--- src/logic/ild_defines.svh ---
`ifndef ILD_DEFINES_SVH
`define ILD_DEFINES_SVH

// ---------------------------------------------------------------------------
// fetch window geometry
// ---------------------------------------------------------------------------

// bytes presented per fetch window
`define ILD_WIN_BYTES 8

// width of one instruction byte
`define ILD_BYTE_W 8

// ---------------------------------------------------------------------------
// carry between windows
// ---------------------------------------------------------------------------

// the longest instruction is 6 bytes, so at most 5 bytes spill over
`define ILD_SPILL_W 3

`endif

--- src/logic/ild_isa_pkg.sv ---
`include "ild_defines.svh"

package ild_isa_pkg;

  // ---------------------------------------------------------------------------
  // instruction set encodings
  // ---------------------------------------------------------------------------

  // the upper nibble of the first byte carries the length code
  typedef logic [3:0] len_code_t;

  // decoded length class of one byte's code
  //   4'ha             -> 6 bytes
  //   4'he             -> 4 bytes
  //   low three bits 0 -> 2 bytes
  //   anything else    -> 3 bytes
  typedef enum logic [1:0] {
    LEN2 = 2'd0,
    LEN3 = 2'd1,
    LEN4 = 2'd2,
    LEN6 = 2'd3
  } len_class_e;

  // the codes that do not follow the low-bit rule
  localparam len_code_t CODE_LEN6 = 4'ha;
  localparam len_code_t CODE_LEN4 = 4'he;

endpackage

--- src/logic/ild_win_pkg.sv ---
`include "ild_defines.svh"

package ild_win_pkg;

  // ---------------------------------------------------------------------------
  // fetch window types
  // ---------------------------------------------------------------------------

  // window data, byte 0 sits in the low bits
  typedef logic [`ILD_WIN_BYTES*`ILD_BYTE_W-1:0] win_bytes_t;

  // one bit per byte position, set where an instruction begins
  typedef logic [`ILD_WIN_BYTES-1:0] start_mask_t;

  // number of starts in a window, 0 up to the full window
  typedef logic [$clog2(`ILD_WIN_BYTES+1)-1:0] start_cnt_t;

  // leading bytes of the next window owned by an earlier instruction
  typedef logic [`ILD_SPILL_W-1:0] spill_t;

endpackage

--- src/logic/len_class_if.sv ---
`timescale 1ns/100ps
`include "ild_defines.svh"

// decoded length classes for one window, valid only in the cycle valid is high
interface len_class_if;

  logic                            valid;
  logic                            flush;
  ild_isa_pkg::len_class_e         len_cls [`ILD_WIN_BYTES];
  logic [`ILD_WIN_BYTES-1:0]       byte_vld;

  modport decode (
    output valid,
    output flush,
    output len_cls,
    output byte_vld
  );

  modport walk (
    input valid,
    input flush,
    input len_cls,
    input byte_vld
  );

endinterface

--- src/logic/len_class_decode.sv ---
`timescale 1ns/100ps
`include "ild_defines.svh"

module len_class_decode (
  input  logic                    win_valid,
  input  logic                    flush,
  input  ild_win_pkg::win_bytes_t win_data,
  len_class_if.decode             cls
);

  // ---------------------------------------------------------------------------
  // per-byte length classification
  // ---------------------------------------------------------------------------

  // every byte is classified, the walk later picks the ones that are starts
  always_comb begin
    ild_isa_pkg::len_code_t code;
    logic [`ILD_BYTE_W-1:0] byte_val;

    code     = '0;
    byte_val = '0;
    for (int i = 0; i < `ILD_WIN_BYTES; i++) begin
      byte_val = win_data[i*`ILD_BYTE_W +: `ILD_BYTE_W];
      code     = byte_val[`ILD_BYTE_W-1 -: 4];

      if (code == ild_isa_pkg::CODE_LEN6) begin
        cls.len_cls[i] = ild_isa_pkg::LEN6;
      end else if (code == ild_isa_pkg::CODE_LEN4) begin
        cls.len_cls[i] = ild_isa_pkg::LEN4;
      end else if (code[2:0] == 3'b000) begin
        cls.len_cls[i] = ild_isa_pkg::LEN2;
      end else begin
        cls.len_cls[i] = ild_isa_pkg::LEN3;
      end
    end
  end

  // ---------------------------------------------------------------------------
  // strobes and byte validity
  // ---------------------------------------------------------------------------

  assign cls.valid = win_valid;
  assign cls.flush = flush;

  // the fetch path always delivers a full window, so all bytes share the strobe
  always_comb begin
    for (int i = 0; i < `ILD_WIN_BYTES; i++) begin
      cls.byte_vld[i] = win_valid;
    end
  end

endmodule

--- src/logic/boundary_walk.sv ---
`timescale 1ns/100ps
`include "ild_defines.svh"

module boundary_walk (
  input  logic                     clk,
  input  logic                     rst_n,
  len_class_if.walk                cls,
  output logic                     walk_valid,
  output ild_win_pkg::start_mask_t walk_mask,
  output ild_win_pkg::spill_t      spill_out
);

  // position cursor, wide enough for the last byte plus the longest length
  localparam int POS_W = $clog2(`ILD_WIN_BYTES + 6);

  ild_win_pkg::spill_t spill_q;
  ild_win_pkg::spill_t eff_spill;
  ild_win_pkg::spill_t next_spill;
  logic [POS_W-1:0]    end_pos;

  function automatic logic [POS_W-1:0] class_len(ild_isa_pkg::len_class_e c);
    logic [POS_W-1:0] len;

    case (c)
      ild_isa_pkg::LEN2: len = POS_W'(2);
      ild_isa_pkg::LEN3: len = POS_W'(3);
      ild_isa_pkg::LEN4: len = POS_W'(4);
      default:           len = POS_W'(6);
    endcase
    return len;
  endfunction

  // a branch target starts clean, so flush drops whatever was carried
  assign eff_spill = cls.flush ? '0 : spill_q;

  // ---------------------------------------------------------------------------
  // boundary chain
  // ---------------------------------------------------------------------------

  // the cursor always holds the next expected start, it jumps by each length
  always_comb begin
    logic [POS_W-1:0] pos;

    pos       = POS_W'(eff_spill);
    walk_mask = '0;
    for (int p = 0; p < `ILD_WIN_BYTES; p++) begin
      if (pos == POS_W'(p) && cls.byte_vld[p]) begin
        walk_mask[p] = 1'b1;
        pos          = POS_W'(p) + class_len(cls.len_cls[p]);
      end
    end
    end_pos = pos;
  end

  // whatever the last instruction reaches past the edge belongs to the next window
  always_comb begin
    if (end_pos > POS_W'(`ILD_WIN_BYTES)) begin
      next_spill = `ILD_SPILL_W'(end_pos - POS_W'(`ILD_WIN_BYTES));
    end else begin
      next_spill = '0;
    end
  end

  // ---------------------------------------------------------------------------
  // spill register
  // ---------------------------------------------------------------------------

  always_ff @(posedge clk or negedge rst_n) begin
    if (!rst_n) begin
      spill_q <= '0;
    end else if (cls.valid) begin
      spill_q <= next_spill;
    end else if (cls.flush) begin
      spill_q <= '0;
    end
  end

  assign walk_valid = cls.valid;
  assign spill_out  = spill_q;

endmodule

--- src/logic/mark_result.sv ---
`timescale 1ns/100ps
`include "ild_defines.svh"

module mark_result (
  input  logic                     clk,
  input  logic                     rst_n,
  input  logic                     walk_valid,
  input  ild_win_pkg::start_mask_t walk_mask,
  output logic                     out_valid,
  output ild_win_pkg::start_mask_t start_mask,
  output ild_win_pkg::start_cnt_t  start_cnt
);

  ild_win_pkg::start_cnt_t mask_cnt;

  // ---------------------------------------------------------------------------
  // start count
  // ---------------------------------------------------------------------------

  always_comb begin
    mask_cnt = '0;
    for (int i = 0; i < `ILD_WIN_BYTES; i++) begin
      mask_cnt = mask_cnt + ild_win_pkg::start_cnt_t'(walk_mask[i]);
    end
  end

  // ---------------------------------------------------------------------------
  // result register
  // ---------------------------------------------------------------------------

  // mask and count hold between windows, only the valid pulse drops
  always_ff @(posedge clk or negedge rst_n) begin
    if (!rst_n) begin
      start_mask <= '0;
      start_cnt  <= '0;
    end else if (walk_valid) begin
      start_mask <= walk_mask;
      start_cnt  <= mask_cnt;
    end
  end

  // one pulse per window, back-to-back windows give back-to-back pulses
  always_ff @(posedge clk or negedge rst_n) begin
    if (!rst_n) begin
      out_valid <= 1'b0;
    end else begin
      out_valid <= walk_valid;
    end
  end

endmodule

--- src/logic/ild_top.sv ---
`timescale 1ns/100ps
`include "ild_defines.svh"

module ild_top (
  input  logic                     clk,
  input  logic                     rst_n,
  input  logic                     win_valid,
  input  ild_win_pkg::win_bytes_t  win_data,
  input  logic                     flush,
  output logic                     out_valid,
  output ild_win_pkg::start_mask_t start_mask,
  output ild_win_pkg::start_cnt_t  start_cnt,
  output ild_win_pkg::spill_t      spill_out
);

  logic                     walk_valid;
  ild_win_pkg::start_mask_t walk_mask;

  // ---------------------------------------------------------------------------
  // decode to walk bundle
  // ---------------------------------------------------------------------------

  len_class_if cls_bus ();

  len_class_decode u_decode (
    .win_valid (win_valid),
    .flush     (flush),
    .win_data  (win_data),
    .cls       (cls_bus.decode)
  );

  // ---------------------------------------------------------------------------
  // boundary walk and result stage
  // ---------------------------------------------------------------------------

  boundary_walk u_walk (
    .clk        (clk),
    .rst_n      (rst_n),
    .cls        (cls_bus.walk),
    .walk_valid (walk_valid),
    .walk_mask  (walk_mask),
    .spill_out  (spill_out)
  );

  mark_result u_result (
    .clk        (clk),
    .rst_n      (rst_n),
    .walk_valid (walk_valid),
    .walk_mask  (walk_mask),
    .out_valid  (out_valid),
    .start_mask (start_mask),
    .start_cnt  (start_cnt)
  );

endmodule

--- config.mk ---
export PLATFORM = sky130hd
export DESIGN_NAME = ild_top
export DESIGN_NICKNAME = d
export VERILOG_FILES = /design/src/logic/ild_isa_pkg.sv /design/src/logic/ild_win_pkg.sv /design/src/logic/len_class_if.sv /design/src/logic/len_class_decode.sv /design/src/logic/boundary_walk.sv /design/src/logic/mark_result.sv /design/src/logic/ild_top.sv
export VERILOG_INCLUDE_DIRS = /design/src /design/src/logic
export SDC_FILE = /design/constraint.sdc
export NUM_CORES = 1
export LEC_CHECK = 0
export BUFFER_PORTS_ARGS = -buffer_cell sky130_fd_sc_hd__buf_2
export CAP_MARGIN = 20
export CORE_MARGIN = 3
export CORE_UTILIZATION = 40
export DETAILED_ROUTE_END_ITERATION = 12
export GPL_TIMING_DRIVEN = 0
export PLACE_DENSITY = 0.73
export REMOVE_ABC_BUFFERS = 1
export SYNTH_ARGS = -nofsm -noshare
export SYNTH_HDL_FRONTEND = slang
export SYNTH_SLANG_ARGS = --single-unit
export TNS_END_PERCENT = 10
--- constraint.sdc ---
create_clock -name clk -period 5.78 [get_ports clk]
set_input_delay 1.156 -clock clk [delete_from_list [all_inputs] [get_ports clk]]
set_output_delay 1.156 -clock clk [all_outputs]
set_load 0.02 [all_outputs]
Word level (Yosys, flattened, before mapping) --
Cells that the tools add are included.
Cells by class: $add $sub $neg 15, magnitude comparators 1, equal/unequal tests 39, mux-type cells 58, reductions and logical operators 25
Operators by type and width (number):
- $pmux 3 s3 | 8
- $eq 4x4->1 const B | 16
- $mux 4 | 15
- $mux 2 | 16
- $logic_not 3->1 | 9
- $add 4x1->4 | 6
- $add 3x4->4 const A | 4
- $eq 2x1->1 const B | 8
- $eq 2x2->1 const B | 8
- $eq 4x3->1 const B | 4
- $logic_not 2->1 | 8
- $mux 1 | 16
- $mux 3 | 3
- $add 2x4->4 const A | 2
- $eq 4x2->1 const B | 2
- $logic_and 1x1->1 | 8
- $add 1x4->4 const A | 1
- $eq 4x1->1 const B | 1
- $gt 4x4->1 const B | 1
- $sub 3x1->3 const B | 1
- $add 1x1->2 | 1
Word-level totals: register bits after elaboration 16, input bits 68, output and inout bits 16, word-level logic and storage cells 142

Depth between registers and ports, before layout --
Gate-level depths: netlist of run 1.
depth after elaboration 45, gate-level depth with buffers 19, depth with buffers taken out 19

Hierarchy --
Synthesis of run 1 repeated with hierarchy kept, for this count alone.
Unflattened totals: cells, all modules 224, area total of the unflattened synthesis 1998.2 µm²
By module, submodules not included:
- boundary_walk | instances 1, cells an instance 131, area an instance 979.7 µm², seq. area each 75.1 µm²
- mark_result | instances 1, cells an instance 51, area an instance 683.2 µm², seq. area each 325.3 µm²
- len_class_decode | instances 1, cells an instance 42, area an instance 335.3 µm², seq. area each 0.0 µm²

Least setup slack after synthesis of run 1 --
Ideal clock, no wire load.
path kind input-to-reg, start point in win_data[15], end point reg u_result.start_cnt[1], library setup time 0.125 ns, arrival 5.024 ns, data required time 5.655 ns, slack 0.632 ns, cell stages on the path 17, path buffers 0, cells stage by stage nand3_1 -> o21ai_0 -> nand2b_1 -> ha_1 -> nand4bb_1 -> and2_1 -> or4b_1 -> a41o_4 -> o2111ai_1 -> o31ai_1 -> a211oi_1 -> nand2_1 -> fa_1 -> inv_1 -> fa_1 -> fa_1 -> mux2_2
Between the ends: cells in the longest elaborated chain, start to end 27, elaborated cells between the ends (all ways) 40, classes of those cells add/sub (7); eq/ne (10); mux (16); reduce/logical (7)
RTL lines:
- start: declaration | line ild_top.sv:8 | input ild_win_pkg::win_bytes_t win_data,
- $eq 4x4->1 | line len_class_decode.sv:28 | end else if (code == ild_isa_pkg::CODE_LEN4) begin
- $mux 2 | line len_class_decode.sv:28
- $mux 2 (*) | line len_class_decode.sv:26 | if (code == ild_isa_pkg::CODE_LEN6) begin
- $eq 2x2->1 (tied with other cells) | line boundary_walk.sv:24 | case (c)
- $pmux 3 s3 (*) | line boundary_walk.sv:24
- $mux 4 (*) | line boundary_walk.sv:47 | if (pos == POS_W'(p) && cls.byte_vld[p]) begin
- $add 1x4->4 (*) | line boundary_walk.sv:49 | pos = POS_W'(p) + class_len(cls.len_cls[p]);
- $mux 4 (*) | line boundary_walk.sv:47
- branches (longest 18 deep; another with $add 4x1->4)
- $add 4x1->4 (*) | line mark_result.sv:23 | mask_cnt = mask_cnt + ild_win_pkg::start_cnt_t'(walk_mask[i]);
- net u_result.mask_cnt[1] | line mark_result.sv:14 | ild_win_pkg::start_cnt_t mask_cnt;
- end signal: assignment | line mark_result.sv:38 | start_cnt <= mask_cnt;
- end: declaration | line mark_result.sv:11 | output ild_win_pkg::start_cnt_t start_cnt
Mark *: on every way through the listed nets, which the timed path passes. The select of a mux whose other input is x is not followed. A chain may end at the register's enable or synchronous reset.

Final worst setup path of run 1 --
Ends and elaborated chain as after synthesis.

==> results.toml, run 1 <==
[setup_path]
regToRegStartpoint = "u_walk.spill_out[2]"
path_common_cell = "fa_1"
critical_path.slowest_cell = "fa_1"
crit_type = "in2reg"
critPathMaxFanout = 9
cp-startpoint = "win_data[15]"
ff2ff_path_depth = 12
worst_ep_arrival_time_ns = 5.58
slowest_delay_ns = 0.56
rrSetupSlack_ns = 1.22
critical_path.startpoint_type = "input port"
crit_path_end_kind = "flip-flop"
crit_chain = "buf_2, nand3_1, o21ai_0, nand2b_1, ha_1, nand4bb_1, and2_1, or4b_1, a41o_4, o2111ai_1, o31ai_1, a2111o_1, fa_1, inv_1, fa_1, fa_1, mux2_2"
worstPathRequired_ns = 5.91
r2r-end = "u_result.start_cnt[1]"

[routing]
postRouteAntennaNets = 0
num_vias = 1787
wl_per_cell_microns = 15.06
routed_via_density = 5.802
first_iter_violations = 104
routed_wl_microns = 4640
dr.pass1.iters = 4
drc_errors = 0

[global_routing]
grt_pass1_wl_microns = 7728
grt_max_degree = 25
antenna_found_initial = 0
grt_pass1_vias = 1685
grt_overflow = 0
track_usage = 0.1772

[sta]
hold_violations = 0
fin_skew_ns = 0.002216
relSlewSlack = 0.6513
finalSetupTns_ns = 0
setup_slack_ns = 0.3383
worst_pin_slew_ns = 0.5188
fmax_mhz = 183.8
fin_crit_ns = 5.442
timing.final.crit_share = 0.9415
slew_viol_final = 0
setup_violations = 0
rsz0062_at_grt = "false"

[floorplan]
die_x_microns = 73.51
ios = 84
core.rowCount = 23
start_util = 0.4339
fp.dieH_microns = 73.51
core_area_sq_um = 4202
dieArea_sq_um = 5404

[hold_path]
hold_path.class = "reg2reg"
hold_end = "u_result.start_mask[1]"
hold_path_depth = 1
hold_path.startpoint = "u_result.start_mask[1]"

[logic_synthesis]
synth_edf_count = 0
yosysTopAreaCellShare = 0.2196
ys_types = 65
ys_seq_area_frac = 0.2196
synth_top_area_cell = "dfrtp_1"
ys_async_sr_fraction = 1.000
synth_seq_cells = 16
synth_area_leaders = "dfrtp_1 22%, ha_1 6.9%, fa_1 4.4%"
avgSynthCellArea_sq_um = 8.807
syn_inst = 207
synth-warning-count = 0
synth-main-ff-cell = "dfrtp_1"
syn_area_sq_um = 1823

[clocking]
h-tree-depth = 1
holdBufCountCts = 0
clock-sinks = 16
clk_latency_ns = 0.25
cts_tree = "done"
clockRootBuffer = "clkbuf_8"
cts_buffers = 3
cts_buffer_depth = 2
clk_pin_slew_ns = 0.06
cts_setup_buffers = 0

[job]
cap_violations = 0

[cells_and_area]
syn2layout_area_growth_pct = 19.70
mostFrequentLayoutCells = "51 x buf_2, 16 x nand2_1, 16 x dfrtp_1"
layout-drive-gt1-share = 0.3062
instances_no_fill = 308
final_core_util = 0.5194
layout_commonest_cell = "buf_2"
antenna_cells = 0
final_nets = 342
n_fill_cell = 400

[power]
leakage_uw = 0.001019
power_uw = 797.5
powerDensity_nw_per_um2 = 365.5
vdd_ir_drop_max_mv = 0.2146

[placement]
place_congestion = 0.8911
numPortBuffers = 51
dp.cells = 305
dpl.hpwl_microns = 3870
place_ws_ns = 0.04243

[run_status]
status = "completed"
Yosys cell counts, drive strengths merged (3+ instances only):
master,number
a32oi,3
o21ai,16
o2111ai,5
inv,15
and3,3
a21o,7
a21oi,6
a211oi,4
nand2b,9
nand3,9
clkbuf,3
nand2,17
o31ai,4
and2,6
o21a,3
dfrtp,16
nor2,12
fa,4
nand3b,6
o211ai,3
ha,10
mux2,3
power by group:
part           internal [uW]  total (uW)  switching [uW]
sequential               149         180            30.9
combinational            214         534             320
clock                   46.2        82.9            36.7
total                    410         797             388
cells by family (layout without fill, tap and decap cells):
group	Yosys count	after routing	synth area share
fa+ha+maj	14	14	0.1126
mux	3	3	0.01853
simple gates	84	84	0.2752
xor+xnor	1	1	0.004805
flops	16	16	0.2196
compound gates	71	71	0.3322
buf+inv	18	69	0.03706
sequential cells by signal (all words and copies together), names as in the netlist:
name                 cells
u_result.start_mask      8
u_result.start_cnt       4
u_walk.spill_out         3
u_result.out_valid       1
final cells by class:
class	instances	area (sq um)	area share
Multi-Input combinational cell	173	1366	0.6261
Sequential cell	16	400.4	0.1835
Tap cell	50	62.56	0.02867
Inverter	15	56.30	0.02580
Timing Repair Buffer	51	255.2	0.1170
Clock buffer	3	41.29	0.01892
layer usage:
| layer | track usage | vias to the layer above | part of all wire |
|---|---|---|---|
| li1 | - | 898 | - |
| met1 | 0.2545 | 832 | 0.45 |
| met2 | 0.2953 | 55 | 0.49 |
| met3 | 0.02052 | 2 | 0.056 |
| met4 | 0.01811 | 0 | 0.0015 |
| met5 | 0 | - | 0 |
worst max-delay path, delay by kind of cell:
family,cells,cell delay [ns]
AOI/OAI and AO/OA,5,1.32
adders and majority gates,4,1.59
buffers and inverters,2,0.15
muxes,1,0.27
and+or+nand+nor,5,1.10
per-stage QoR:
step	cell area (sq um)	hold WS (ns)
after floorplan	1812	0.5951
after CTS	2171	0.4770
after detailed placement	2130	0.4635
final	2182	0.4723
after global placement	2130	0.4600
after global routing	2182	0.4936
worst max-delay path by stage:
stage | endpoint | slack [ns] | cells after the start
2_1_floorplan | u_result.start_cnt[1] | 0.63 | 17
4_1_cts | u_result.start_cnt[1] | 0.30 | 18
5_1_grt | u_result.start_cnt[2] | 0.07 | 18
3_5_place_dp | u_result.start_cnt[1] | 0.04 | 18
3_3_place_gp | u_result.start_cnt[1] | 0.12 | 18
6_report | u_result.start_cnt[1] | 0.34 | 17
timing repair:
item	CTS	global route
gates resized for setup	0	2
hold endpoints to repair	0	0
setup endpoints to repair	0	2
Power figures use the tool's default switching activity.
==> run 2: changes to the inputs <==
ABC_AREA = 1   (was default)
GPL_TIMING_DRIVEN = default   (was 0)
PLACE_DENSITY = 0.74   (was 0.73)
==> results.toml, run 2 <==
[logic_synthesis]
syn_inst = 245
synth_top_family_by_area = "simple AND/OR/NAND/NOR gates"
synth_area_leaders = "dfrtp_1 23%, nand2_1 12%, inv_1 10%"
ys_seq_area_frac = 0.2332
synth.most_common_cell = "nand2_1"
synth_top_area_cell = "dfrtp_1"
ys_types = 36
yosys-top-cells-count = "56 x nand2_1, 47 x inv_1, 19 x nand3_1"
syn_area_sq_um = 1717
yosysTopAreaCellShare = 0.2332
ys_async_sr_fraction = 1.000
synth-warning-count = 0
avgSynthCellArea_sq_um = 7.007
synth_edf_count = 0
synth-simple-area-share = 0.4125
synth-main-ff-cell = "dfrtp_1"
yosys.area_share.adder = 0.1195
synth_compound_area_frac = 0.1028
synth-xor-area-share = 0.005102
synth_seq_cells = 16
muxShareOfSynthArea = 0

[routing]
dr.pass1.iters = 5
first_iter_violations = 68
num_vias = 1635
routed_wl_microns = 3517
drc_errors = 0
postRouteAntennaNets = 0
routed_via_density = 4.685
wl_per_cell_microns = 10.08

[clocking]
clock-sinks = 16
clk_latency_ns = 0.25
clk_pin_slew_ns = 0.06
clockRootBuffer = "clkbuf_8"
h-tree-depth = 1
cts_buffers = 3
cts_tree = "done"
cts_buffer_depth = 2
cts_setup_buffers = 0

[power]
power_uw = 734.9
intPower_uw = 368.3
leakage_uw = 0.001264
power_frac_seq = 0.226
clockPowerShare = 0.134
combPwrFrac = 0.640
switchingPower_uw = 366.6
swShare = 0.4988
vdd_ir_drop_max_mv = 0.1474
powerDensity_nw_per_um2 = 349.6

[job]
cap_violations = 0

[cells_and_area]
mostFrequentLayoutCells = "55 x nand2_1, 51 x buf_2, 47 x inv_1"
layout_commonest_cell = "nand2_1"
syn2layout_area_growth_pct = 22.45
fin_area_sq_um = 2102
largest_reg_flops = 8
layout-drive-gt1-share = 0.3411
largest_register = "u_result.start_mask"
final_core_util = 0.5180
final_nets = 382
n_fill_cell = 407
antenna_cells = 0

[placement]
dpl.hpwl_microns = 2892
numPortBuffers = 51
place_congestion = 0.8058
place_area_sq_um = 2031

[sta]
rsz0062_at_grt = "false"
fmax_mhz = 185.7
hold_violations = 0
whs_ns = 0.4645
fin_skew_ns = 0.001180
worst_pin_slew_ns = 0.4419
timing.final.crit_share = 0.9317
fin_crit_ns = 5.385
finalSetupTns_ns = 0
slew_viol_final = 0
setup_violations = 0
relSlewSlack = 0.7027

[global_routing]
antenna_found_initial = 0
grt_pass1_wl_microns = 6141
grt_pass1_vias = 1479
track_usage = 0.1436
grt_max_degree = 18
grt_overflow = 0

[floorplan]
die_x_microns = 71.51
core.rowCount = 23
start_util = 0.4231
core_area_sq_um = 4058
dieArea_sq_um = 5114
fp.dieH_microns = 71.51
ios = 84

[setup_path]
worstPathRequired_ns = 5.91
slowest_delay_ns = 0.53
critical_path.startpoint_type = "input port"
crit_path_end_kind = "flip-flop"
critPathMaxFanout = 5
critical_path.slowest_cell = "fa_1"
crit_type = "in2reg"
worst_ep_arrival_time_ns = 5.51

[run_status]
status = "completed"

[hold_path]
hold_path.class = "reg2reg"
## run 2: what timing repair did
action,CTS,global route
endpoints found under the hold margin,0,0
endpoints found under the setup margin,0,1
hold buffers,0,0
resized for setup,0,4
## run 2: path summary, 6_finish.rpt
check | from | to | slack [ns] | cells past startpoint
min in group asynchronous | rst_n | u_result.out_valid | 0.80 | 1
setup reg to reg | u_walk.spill_out[1] | u_result.start_cnt[2] | 1.23 | 26
hold / removal | u_result.start_cnt[1] | u_result.start_cnt[1] | 0.46 | 2
max in group asynchronous | rst_n | u_walk.spill_out[2] | 4.72 | 1
hold reg to reg | u_result.start_cnt[1] | u_result.start_cnt[1] | 0.46 | 2
setup / recovery | win_data[12] | u_result.start_cnt[2] | 0.39 | 30
## run 2: cells by family after synthesis
family,after synthesis
AOI/OAI and AO/OA,25
adders and majority gates,14
DFF,16
buffers and inverters,57
and+or+nand+nor,132
xor gates and xnor gates,1
## run 2: area by class of cell
type,instances,area [sq um],area share
Clock buffer,4,55.05,0.02619
Tap cell,50,62.56,0.02976
Inverter,55,206.4,0.09821
Timing Repair Buffer,52,262.8,0.1250
Multi-Input combinational cell,172,1115,0.5304
Sequential cell,16,400.4,0.1905
## run 2: layer usage
layer  part of all wire  wire length (microns)  vias to the layer above  track usage
met1               0.45                   1579                      714       0.1797
met5                  0                      0                        -            0
met2               0.50                   1775                       34       0.2622
li1                   -                      -                      887            -
met3              0.046                    161                        0      0.02665
met4                  0                      0                        0      0.01879
## run 2: through the flow
step                      instances  setup slack [ns]
after floorplan                 243            0.6264
after global placement          345            0.2095
after detailed placement        345            0.1786
after CTS                       349            0.3466
after global routing            349          0.001716
final                           349            0.3948
## run 2: power groups by stage
stage | clock (uW) | sequential, uW | combinational [uW]
after floorplan | 0 | 210 | 315
after global placement | 0 | 168 | 456
after detailed placement | 0 | 167 | 462
after CTS | 100 | 166 | 465
after global routing | 107 | 170 | 534
final | 98.5 | 166 | 470
## run 2: critical path, delay by kind of cell
family | cells | cell delay, ns
XOR/XNOR | 1 | 0.17
AO/OA/AOI/OAI | 3 | 0.26
AND/OR/NAND/NOR | 17 | 1.97
buffers and inverters | 5 | 0.37
adder cells (fa/ha/maj) | 4 | 1.57
